**config.mk**
```make
export PLATFORM = sky130hd
export DESIGN_NAME = gf_poly_div
export DESIGN_NICKNAME = d
export VERILOG_FILES = /design/src/logic/gf_div_pkg.sv /design/src/logic/gf16_mul.sv /design/src/logic/poly_mac_array.sv /design/src/logic/poly_degree.sv /design/src/logic/gf16_inverse.sv /design/src/logic/poly_div_ctrl.sv /design/src/logic/gf_poly_div.sv
export SDC_FILE = /design/constraint.sdc
export NUM_CORES = 2
export LEC_CHECK = 0
export ABC_AREA = 1
export BUFFER_PORTS_ARGS = -buffer_cell sky130_fd_sc_hd__buf_2
export CAP_MARGIN = 20
export CORE_MARGIN = 2
export CORE_UTILIZATION = 40
export DETAILED_ROUTE_END_ITERATION = 12
export GPL_TIMING_DRIVEN = 0
export SLEW_MARGIN = 40
export SYNTH_ARGS = -nofsm -noshare
export SYNTH_HDL_FRONTEND = slang
export SYNTH_SLANG_ARGS = --single-unit
```
**constraint.sdc**
```tcl
create_clock -name clk -period 16.1 [get_ports clk]
set_input_delay 0.805 -clock clk [delete_from_list [all_inputs] [get_ports clk]]
set_output_delay 0.805 -clock clk [all_outputs]
set_load 0.05 [all_outputs]
```
**src/logic/gf_div_pkg.sv**
```systemverilog
package gf_div_pkg;

	// ------------------------------------------------------------------
	// field and polynomial sizes
	// ------------------------------------------------------------------
	localparam int coeff_w   = 16;                  // one GF(2^16) element
	localparam int num_coeff = 9;                   // degree 0 to 8
	localparam int poly_w    = coeff_w * num_coeff; // 144 bit flat word
	localparam int deg_w     = 4;                   // degree, shift and bit index

	// x^16 + x^12 + x^3 + x + 1, top bit implied
	localparam logic [coeff_w-1:0] field_poly = 16'h100B;

	// a^(2^16-2) = a^-1 for any nonzero a
	localparam logic [coeff_w-1:0] inv_exp = 16'hFFFE;

	// ------------------------------------------------------------------
	// polynomial word
	// ------------------------------------------------------------------
	// coeff[i] holds the coefficient of x^i, so coeff[0] sits in the low bits
	typedef union packed {
		logic [poly_w-1:0]                  flat;
		logic [num_coeff-1:0][coeff_w-1:0] coeff;
	} poly_u;

	// ------------------------------------------------------------------
	// division controller states
	// ------------------------------------------------------------------
	typedef enum logic [2:0] {
		st_idle   = 3'd0, // waiting for start
		st_degree = 3'd1, // check end condition, latch shift
		st_invert = 3'd2, // waiting on the inverse unit
		st_lead   = 3'd3, // quotient term from leading coefficient
		st_update = 3'd4  // subtract scaled divisor from remainder
	} div_state_e;

endpackage

```
**src/logic/gf16_mul.sv**
```systemverilog
`timescale 1ns/1ps

module gf16_mul (
	input  logic [gf_div_pkg::coeff_w-1:0] a,
	input  logic [gf_div_pkg::coeff_w-1:0] b,
	output logic [gf_div_pkg::coeff_w-1:0] p
);

	logic [gf_div_pkg::coeff_w-1:0] acc;

	// horner style over the bits of b, msb first
	// each step doubles the partial product and folds the carry back in
	always_comb begin
		acc = '0;
		for (int i = gf_div_pkg::coeff_w - 1; i >= 0; i--) begin
			acc = {acc[gf_div_pkg::coeff_w-2:0], 1'b0} ^
				({gf_div_pkg::coeff_w{acc[gf_div_pkg::coeff_w-1]}} & gf_div_pkg::field_poly);
			if (b[i])
				acc = acc ^ a; // add a when this bit of b is set
		end
	end

	assign p = acc;

endmodule

```
**src/logic/poly_mac_array.sv**
```systemverilog
`timescale 1ns/1ps

module poly_mac_array (
	input  logic [gf_div_pkg::coeff_w-1:0] scalar,
	input  gf_div_pkg::poly_u              operand,
	input  gf_div_pkg::poly_u              accum,
	output gf_div_pkg::poly_u              result
);

	logic [gf_div_pkg::num_coeff-1:0][gf_div_pkg::coeff_w-1:0] prod;

	// ------------------------------------------------------------------
	// one multiplier per coefficient lane
	// ------------------------------------------------------------------
	genvar i;
	generate
		for (i = 0; i < gf_div_pkg::num_coeff; i++) begin : g_lane
			gf16_mul mul_i (
				.a (scalar),
				.b (operand.coeff[i]),
				.p (prod[i])
			);
		end
	endgenerate

	// addition in GF(2^16) is xor, lane by lane
	assign result.coeff = accum.coeff ^ prod;

endmodule

```
**src/logic/poly_degree.sv**
```systemverilog
`timescale 1ns/1ps

module poly_degree (
	input  gf_div_pkg::poly_u             poly,
	output logic [gf_div_pkg::deg_w-1:0] degree,
	output logic                          is_zero
);

	// ------------------------------------------------------------------
	// priority search, highest nonzero coefficient wins
	// ------------------------------------------------------------------
	// later (higher) hits overwrite lower ones, so the last match is the degree
	always_comb begin
		degree = '0;
		for (int i = 0; i < gf_div_pkg::num_coeff; i++) begin
			if (poly.coeff[i] != '0)
				degree = i[gf_div_pkg::deg_w-1:0];
		end
	end

	// degree reads 0 for the zero polynomial too, this tells them apart
	assign is_zero = (poly.flat == '0);

endmodule

```
**src/logic/gf16_inverse.sv**
```systemverilog
`timescale 1ns/1ps

module gf16_inverse (
	input  logic                           clk,
	input  logic                           rst_b,
	input  logic                           inv_start,
	input  logic [gf_div_pkg::coeff_w-1:0] inv_in,
	output logic [gf_div_pkg::coeff_w-1:0] inv_out,
	output logic                           inv_done
);

	logic                           running;
	logic                           mul_phase; // 0 square, 1 conditional multiply
	logic [gf_div_pkg::deg_w-1:0]   bit_cnt;   // exponent bit, 15 down to 0
	logic [gf_div_pkg::coeff_w-1:0] acc;
	logic [gf_div_pkg::coeff_w-1:0] base;
	logic [gf_div_pkg::coeff_w-1:0] mul_b;
	logic [gf_div_pkg::coeff_w-1:0] prod;
	logic [gf_div_pkg::coeff_w-1:0] next_acc;

	// ------------------------------------------------------------------
	// shared multiplier, squares or multiplies by the base
	// ------------------------------------------------------------------
	assign mul_b = mul_phase ? base : acc;

	gf16_mul mul_i (
		.a (acc),
		.b (mul_b),
		.p (prod)
	);

	// multiply step keeps acc when the exponent bit is clear
	assign next_acc = (mul_phase && !gf_div_pkg::inv_exp[bit_cnt]) ? acc : prod;

	// last multiply cycle, result is next_acc in this same cycle
	assign inv_out  = next_acc;
	assign inv_done = running && mul_phase && (bit_cnt == '0);

	// ------------------------------------------------------------------
	// sequencing
	// ------------------------------------------------------------------
	always_ff @(posedge clk or negedge rst_b) begin
		if (!rst_b) begin
			running   <= 1'b0;
			mul_phase <= 1'b0;
			bit_cnt   <= '0;
		end else if (inv_start) begin
			running   <= 1'b1;
			mul_phase <= 1'b0;
			bit_cnt   <= '1; // msb of the exponent first
		end else if (running) begin
			mul_phase <= !mul_phase;
			if (mul_phase) begin
				if (bit_cnt == '0)
					running <= 1'b0;
				else
					bit_cnt <= bit_cnt - 1'b1;
			end
		end
	end

	always_ff @(posedge clk) begin
		if (inv_start) begin
			acc  <= 16'h0001;
			base <= inv_in;
		end else if (running) begin
			acc <= next_acc;
		end
	end

endmodule

```
**src/logic/poly_div_ctrl.sv**
```systemverilog
`timescale 1ns/1ps

module poly_div_ctrl (
	input  logic                           clk,
	input  logic                           rst_b,
	input  logic                           start,
	input  gf_div_pkg::poly_u              dividend,
	input  gf_div_pkg::poly_u              divisor,
	// degree finders
	output gf_div_pkg::poly_u              rem_poly,
	output gf_div_pkg::poly_u              div_poly,
	input  logic [gf_div_pkg::deg_w-1:0]   rem_degree,
	input  logic                           rem_zero,
	input  logic [gf_div_pkg::deg_w-1:0]   div_degree,
	input  logic                           div_zero,
	// mac array
	output logic [gf_div_pkg::coeff_w-1:0] mac_scalar,
	output gf_div_pkg::poly_u              mac_operand,
	output gf_div_pkg::poly_u              mac_accum,
	input  gf_div_pkg::poly_u              mac_result,
	// inverse unit
	output logic                           inv_start,
	output logic [gf_div_pkg::coeff_w-1:0] inv_in,
	input  logic [gf_div_pkg::coeff_w-1:0] inv_out,
	input  logic                           inv_done,
	// results
	output gf_div_pkg::poly_u              quotient,
	output gf_div_pkg::poly_u              remainder,
	output logic                           busy,
	output logic                           done,
	output logic                           div_by_zero
);

	gf_div_pkg::div_state_e         state;
	gf_div_pkg::poly_u              rem_reg;    // partial remainder
	gf_div_pkg::poly_u              dvs_reg;    // divisor, fixed for the division
	gf_div_pkg::poly_u              quot_reg;
	logic [gf_div_pkg::deg_w-1:0]   shift_reg;  // rem degree minus divisor degree
	logic [gf_div_pkg::coeff_w-1:0] inv_reg;    // inverse of divisor lead coeff
	logic [gf_div_pkg::coeff_w-1:0] scalar_reg; // current quotient term
	logic                           first_term;

	assign rem_poly  = rem_reg;
	assign div_poly  = dvs_reg;
	assign remainder = rem_reg;
	assign quotient  = quot_reg;

	// divisor does not move, so its lead coeff is stable while inv_start is up
	assign inv_in = dvs_reg.coeff[div_degree];

	// ------------------------------------------------------------------
	// mac array operands
	// ------------------------------------------------------------------
	always_comb begin
		mac_scalar  = '0;
		mac_operand = '0;
		mac_accum   = '0;
		case (state)
			gf_div_pkg::st_lead: begin
				// lane 0 only: lead coeff times inverse
				mac_scalar           = inv_reg;
				mac_operand.coeff[0] = rem_reg.coeff[rem_degree];
			end
			gf_div_pkg::st_update: begin
				mac_scalar       = scalar_reg;
				mac_operand.flat = dvs_reg.flat << (shift_reg * gf_div_pkg::coeff_w);
				mac_accum        = rem_reg;
			end
			default: begin
			end
		endcase
	end

	// ------------------------------------------------------------------
	// state machine and result registers
	// ------------------------------------------------------------------
	always_ff @(posedge clk or negedge rst_b) begin
		if (!rst_b) begin
			state       <= gf_div_pkg::st_idle;
			busy        <= 1'b0;
			done        <= 1'b0;
			div_by_zero <= 1'b0;
			inv_start   <= 1'b0;
			first_term  <= 1'b0;
			rem_reg     <= '0;
			quot_reg    <= '0;
		end else begin
			done      <= 1'b0; // single cycle pulses
			inv_start <= 1'b0;
			case (state)
				gf_div_pkg::st_idle: begin
					if (start) begin
						rem_reg     <= dividend;
						quot_reg    <= '0;
						busy        <= 1'b1;
						div_by_zero <= 1'b0;
						first_term  <= 1'b1;
						state       <= gf_div_pkg::st_degree;
					end
				end
				gf_div_pkg::st_degree: begin
					if (div_zero || rem_zero || (rem_degree < div_degree)) begin
						done        <= 1'b1;
						busy        <= 1'b0;
						div_by_zero <= div_zero;
						state       <= gf_div_pkg::st_idle;
					end else if (first_term) begin
						inv_start  <= 1'b1; // one inversion per division
						first_term <= 1'b0;
						state      <= gf_div_pkg::st_invert;
					end else begin
						state <= gf_div_pkg::st_lead;
					end
				end
				gf_div_pkg::st_invert: begin
					if (inv_done)
						state <= gf_div_pkg::st_lead;
				end
				gf_div_pkg::st_lead: begin
					state <= gf_div_pkg::st_update;
				end
				gf_div_pkg::st_update: begin
					rem_reg <= mac_result; // leading term cancels here
					quot_reg.coeff[shift_reg] <= quot_reg.coeff[shift_reg] ^ scalar_reg;
					state <= gf_div_pkg::st_degree;
				end
				default: begin
					state <= gf_div_pkg::st_idle;
				end
			endcase
		end
	end

	// operand and intermediate values
	always_ff @(posedge clk) begin
		if (state == gf_div_pkg::st_idle && start)
			dvs_reg <= divisor;
		if (state == gf_div_pkg::st_degree)
			shift_reg <= rem_degree - div_degree;
		if (state == gf_div_pkg::st_invert && inv_done)
			inv_reg <= inv_out;
		if (state == gf_div_pkg::st_lead)
			scalar_reg <= mac_result.coeff[0];
	end

endmodule

```
**src/logic/gf_poly_div.sv**
```systemverilog
`timescale 1ns/1ps

module gf_poly_div (
	input  logic              clk,
	input  logic              rst_b,
	input  logic              start,
	input  gf_div_pkg::poly_u dividend,
	input  gf_div_pkg::poly_u divisor,
	output gf_div_pkg::poly_u quotient,
	output gf_div_pkg::poly_u remainder,
	output logic              busy,
	output logic              done,
	output logic              div_by_zero
);

	gf_div_pkg::poly_u              rem_poly;
	gf_div_pkg::poly_u              div_poly;
	logic [gf_div_pkg::deg_w-1:0]   rem_degree;
	logic [gf_div_pkg::deg_w-1:0]   div_degree;
	logic                           rem_zero;
	logic                           div_zero;
	logic [gf_div_pkg::coeff_w-1:0] mac_scalar;
	gf_div_pkg::poly_u              mac_operand;
	gf_div_pkg::poly_u              mac_accum;
	gf_div_pkg::poly_u              mac_result;
	logic                           inv_start;
	logic [gf_div_pkg::coeff_w-1:0] inv_in;
	logic [gf_div_pkg::coeff_w-1:0] inv_out;
	logic                           inv_done;

	poly_div_ctrl ctrl_i (
		.clk         (clk),
		.rst_b       (rst_b),
		.start       (start),
		.dividend    (dividend),
		.divisor     (divisor),
		.rem_poly    (rem_poly),
		.div_poly    (div_poly),
		.rem_degree  (rem_degree),
		.rem_zero    (rem_zero),
		.div_degree  (div_degree),
		.div_zero    (div_zero),
		.mac_scalar  (mac_scalar),
		.mac_operand (mac_operand),
		.mac_accum   (mac_accum),
		.mac_result  (mac_result),
		.inv_start   (inv_start),
		.inv_in      (inv_in),
		.inv_out     (inv_out),
		.inv_done    (inv_done),
		.quotient    (quotient),
		.remainder   (remainder),
		.busy        (busy),
		.done        (done),
		.div_by_zero (div_by_zero)
	);

	// degree of the partial remainder
	poly_degree rem_deg_i (
		.poly    (rem_poly),
		.degree  (rem_degree),
		.is_zero (rem_zero)
	);

	// degree of the divisor
	poly_degree div_deg_i (
		.poly    (div_poly),
		.degree  (div_degree),
		.is_zero (div_zero)
	);

	poly_mac_array mac_i (
		.scalar  (mac_scalar),
		.operand (mac_operand),
		.accum   (mac_accum),
		.result  (mac_result)
	);

	gf16_inverse inv_i (
		.clk       (clk),
		.rst_b     (rst_b),
		.inv_start (inv_start),
		.inv_in    (inv_in),
		.inv_out   (inv_out),
		.inv_done  (inv_done)
	);

endmodule

```
==> flow_summary_export.csv <==
group,metric,value,unit
clock_tree,htree_levels,2,
power,ir_drop,606.7,µV
die,initial_core_util,40.11,%
sta,slew_viol_final,0,
critical_path,arrival,9.17,ns
critical_path,cp_top_family,"buffers and inverters",
critical_path,startpoint,"ctrl_i.state[1]",
critical_path,cpMostUsedCell,"buf_2",
route,drt_iter0_drc,14310,
critical_path,cp_max_fo,10,
die,core-area,0.1689,mm²
synth,synth_edf_count,196,
finish,fillers,17870,
synth,seq_area_frac_synth,20.31,%
sta,rsz0062_at_grt,"false",
synth,ys_warn_count,0,
critical_path,worstPathRequired,16.70,ns
sta,relSlewSlack,27.50,%
hold_path,min_from,"dividend[48]",
synth,syn_area,0.06775,mm²
global_routing,grt-ovfl-total,0,
die,die_h,415.6,µm
outcome,status,"complete, no violations",
synth,yosys.cell_types.count,70,
synth,async_flop_share,58.75,%
power,p_leak,0.03047,µW
hold_path,hp-class,"input pin to flip-flop",
synth,syn-num-nets,10240,
sta,period_needed,8.567,ns
clock_tree,postCtsSetupRepairBufs,0,
clock_tree,clock_latency,0.78,ns
synth,synth_cells,9946,
clock_tree,ctsRootBufferMaster,"clkbuf_16",
synth,ys_ff_latch,514,
sta,skew,0.09791,ns
critical_path,critical-path-slowest-cell,"xnor2_1",
finish,drive_gt1_share,13.32,%
clock_tree,cts_max_path_buffers,3,
critical_path,ff2ff_setup_slack,7.53,ns
placed_design,port_buffers,581,
run,cap_violations,0,
clock_tree,cts_tree,"yes",
critical_path,reg2reg_from,"ctrl_i.state[1]",
critical_path,cp_num_buf_inv,9,
clock_tree,numCtsBuffers,61,
global_routing,use_met3,20.41,%
sta,period_share,53.21,%
global_routing,busiest_layer,"met2",
critical_path,critPathKind,"flip-flop to flip-flop",
route,wire_per_inst,36.14,µm
route,firstDrtPassIters,9,
clock_tree,numClockSinks,514,
synth,ys.flop_type,"dfrtp_1",
global_routing,grtUsageMet2,69.01,%
finish,area_growth,14.71,%
sta,finalHoldViolations,0,
die,io_pins,582,
global_routing,grt_pass1_wl,615200,µm
placed_design,place_hpwl,378100,µm
power,power.density,253.6,mW/mm²
sta,finalSetupTns,0,ns
sta,tightest_slew,1.084,ns
route,vias,78810,
global_routing,use_met1,68.28,%
finish,nets,10940,
sta,fmax,0.1167,GHz
route,wl,467600,µm
synth,avgSynthCellArea,6.812,µm²
sta,whs,0.2610,ns
placed_design,place_congestion,1.235,
die,die_area,0.1727,mm²
global_routing,grt_max_degree,68,
sta,setup_viol,0,
die,rows,151,
global_routing,antenna_found_initial,47,
route,drc,0,
clock_tree,clkSlewWorstSetupHoldPaths,0.07,ns
critical_path,cp_slowest_stage_delay,0.80,ns
critical_path,cp-start-kind,"flip-flop",
route,antenna_left,0,
critical_path,crit_path_cell_trace,"inv_2 > nand3_2 > buf_6 > buf_2 > o22ai_4 > clkbuf_1 > buf_2 > buf_2 > buf_2 > buf_2 > buf_2 > nand2_1 > xor2_1 > xnor2_1 > xor2_1 > xor2_1 > xnor2_1 > o221ai_1",
critical_path,end_kind,"flip-flop",
global_routing,grt_usage,51.77,%
route,vias_per_cell,6.090,
die,die_w,415.6,µm
global_routing,grt_pass1_vias,70250,
[cell type report]
class | instances | area [µm²] | area share (%)
Inverter | 594 | 2232 | 2.872
Clock buffer | 64 | 1548 | 1.992
Tap cell | 2218 | 2775 | 3.571
Sequential cell | 514 | 13760 | 17.71
Clock inverter | 50 | 716.9 | 0.9225
Antenna cell | 34 | 85.08 | 0.1095
Multi-Input combinational cell | 8183 | 49650 | 63.88
Buffer | 655 | 3069 | 3.949
Timing Repair Buffer | 628 | 3879 | 4.991
[logic make-up (layout without fill, tap and decap cells)]
family | after synthesis | in the layout | share of synthesized area (%)
fa+ha+maj | 7 | 7 | 0.1403
simple gates | 4364 | 4364 | 25.69
mux | 21 | 21 | 0.3102
other cells | 0 | 34 | 0
compound gates | 1013 | 1013 | 9.062
buf+inv | 1249 | 1991 | 7.516
flops | 514 | 514 | 20.31
xor+xnor | 2778 | 2778 | 36.97
[per-layer routing]
layer | wire (µm) | up-vias
li1 | - | 32430
met1 | 180800 | 37950
met2 | 177000 | 6927
met3 | 71730 | 1471
met4 | 37820 | 30
met5 | 307 | -
[Yosys cell counts (all sizes together), types with 6 or more instances]
| cell type | instances | share of area [%] |
|---|---|---|
| buf | 341 | 2.5 |
| o21ai | 522 | 3.9 |
| dfrtp | 302 | 11 |
| nand3 | 346 | 2.6 |
| nand2 | 3097 | 17 |
| xor2 | 1867 | 25 |
| inv | 587 | 3.3 |
| edfxtp | 196 | 8.7 |
| o211ai | 110 | 1.2 |
| xnor2 | 906 | 12 |
| o221ai | 45 | 0.61 |
| dfxtp | 16 | 0.47 |
| o22ai | 138 | 1.4 |
| or4 | 7 | 0.078 |
| nand3b | 25 | 0.28 |
| nand4 | 32 | 0.30 |
| mux2i | 21 | 0.31 |
| ha | 6 | 0.11 |
| or2 | 41 | 0.38 |
| nor4 | 32 | 0.30 |
| clkbuf | 314 | 1.7 |
| a21oi | 106 | 0.79 |
| o2111ai | 16 | 0.21 |
| a22oi | 37 | 0.41 |
| clkinv | 7 | 0.039 |
| nor2 | 759 | 4.3 |
| a221o | 16 | 0.24 |
| nor3 | 11 | 0.11 |
[power breakdown]
group | internal, µW | switching (µW)
logic | 4280 | 11000
clock network | 930 | 676
registers | 2120 | 744
[worst min-delay path, cell delays in order]
cell,delay (ns)
buf_2,0.08
nand2_1,0.04
o221ai_1,0.06
[layout by cell type (no fill, tap or decap), types with 227 or more instances in the layout]
cell      Yosys  routed
nand2_1    3079    3078
xor2_1     1821    1794
buf_2       201     860
xnor2_1     869     849
nor2_1      747     742
inv_1       560     560
o21ai_0     470     467
nand3_1     343     343
dfrtp_1     302     301
clkbuf_1    314     227
[per-stage QoR]
step	utilization (%)	instances	cell area (µm²)	worst slack [ns]	power [µW]
2_1_floorplan	-	9946	67750	9.730	11560
3_3_place_gp	43.48	12750	73440	5.562	16850
3_5_place_dp	44.50	12790	75160	8.407	17180
4_1_cts	45.84	12910	77430	8.350	18810
5_1_grt	45.98	12920	77660	8.024	20200
6_report	46.01	12940	77720	7.533	19710
[timing repair]
item,CTS,global route
endpoints found under the hold margin,50,0
setup endpoints to repair,0,0
hold buffers,1,0
gates resized for setup,0,0
[path summary, 6_finish.rpt]
path                       depth (start not counted)                   end
max                                               18  ctrl_i.rem_poly[126]
min                                                3   ctrl_i.rem_poly[48]
max reg2reg                                       18  ctrl_i.rem_poly[126]
min reg2reg                                        2           ctrl_i.busy
max in group asynchronous                          6  ctrl_i.quotient[114]
min in group asynchronous                          2   ctrl_i.rem_poly[81]
No activity file was read; power rests on OpenSTA's default activity.
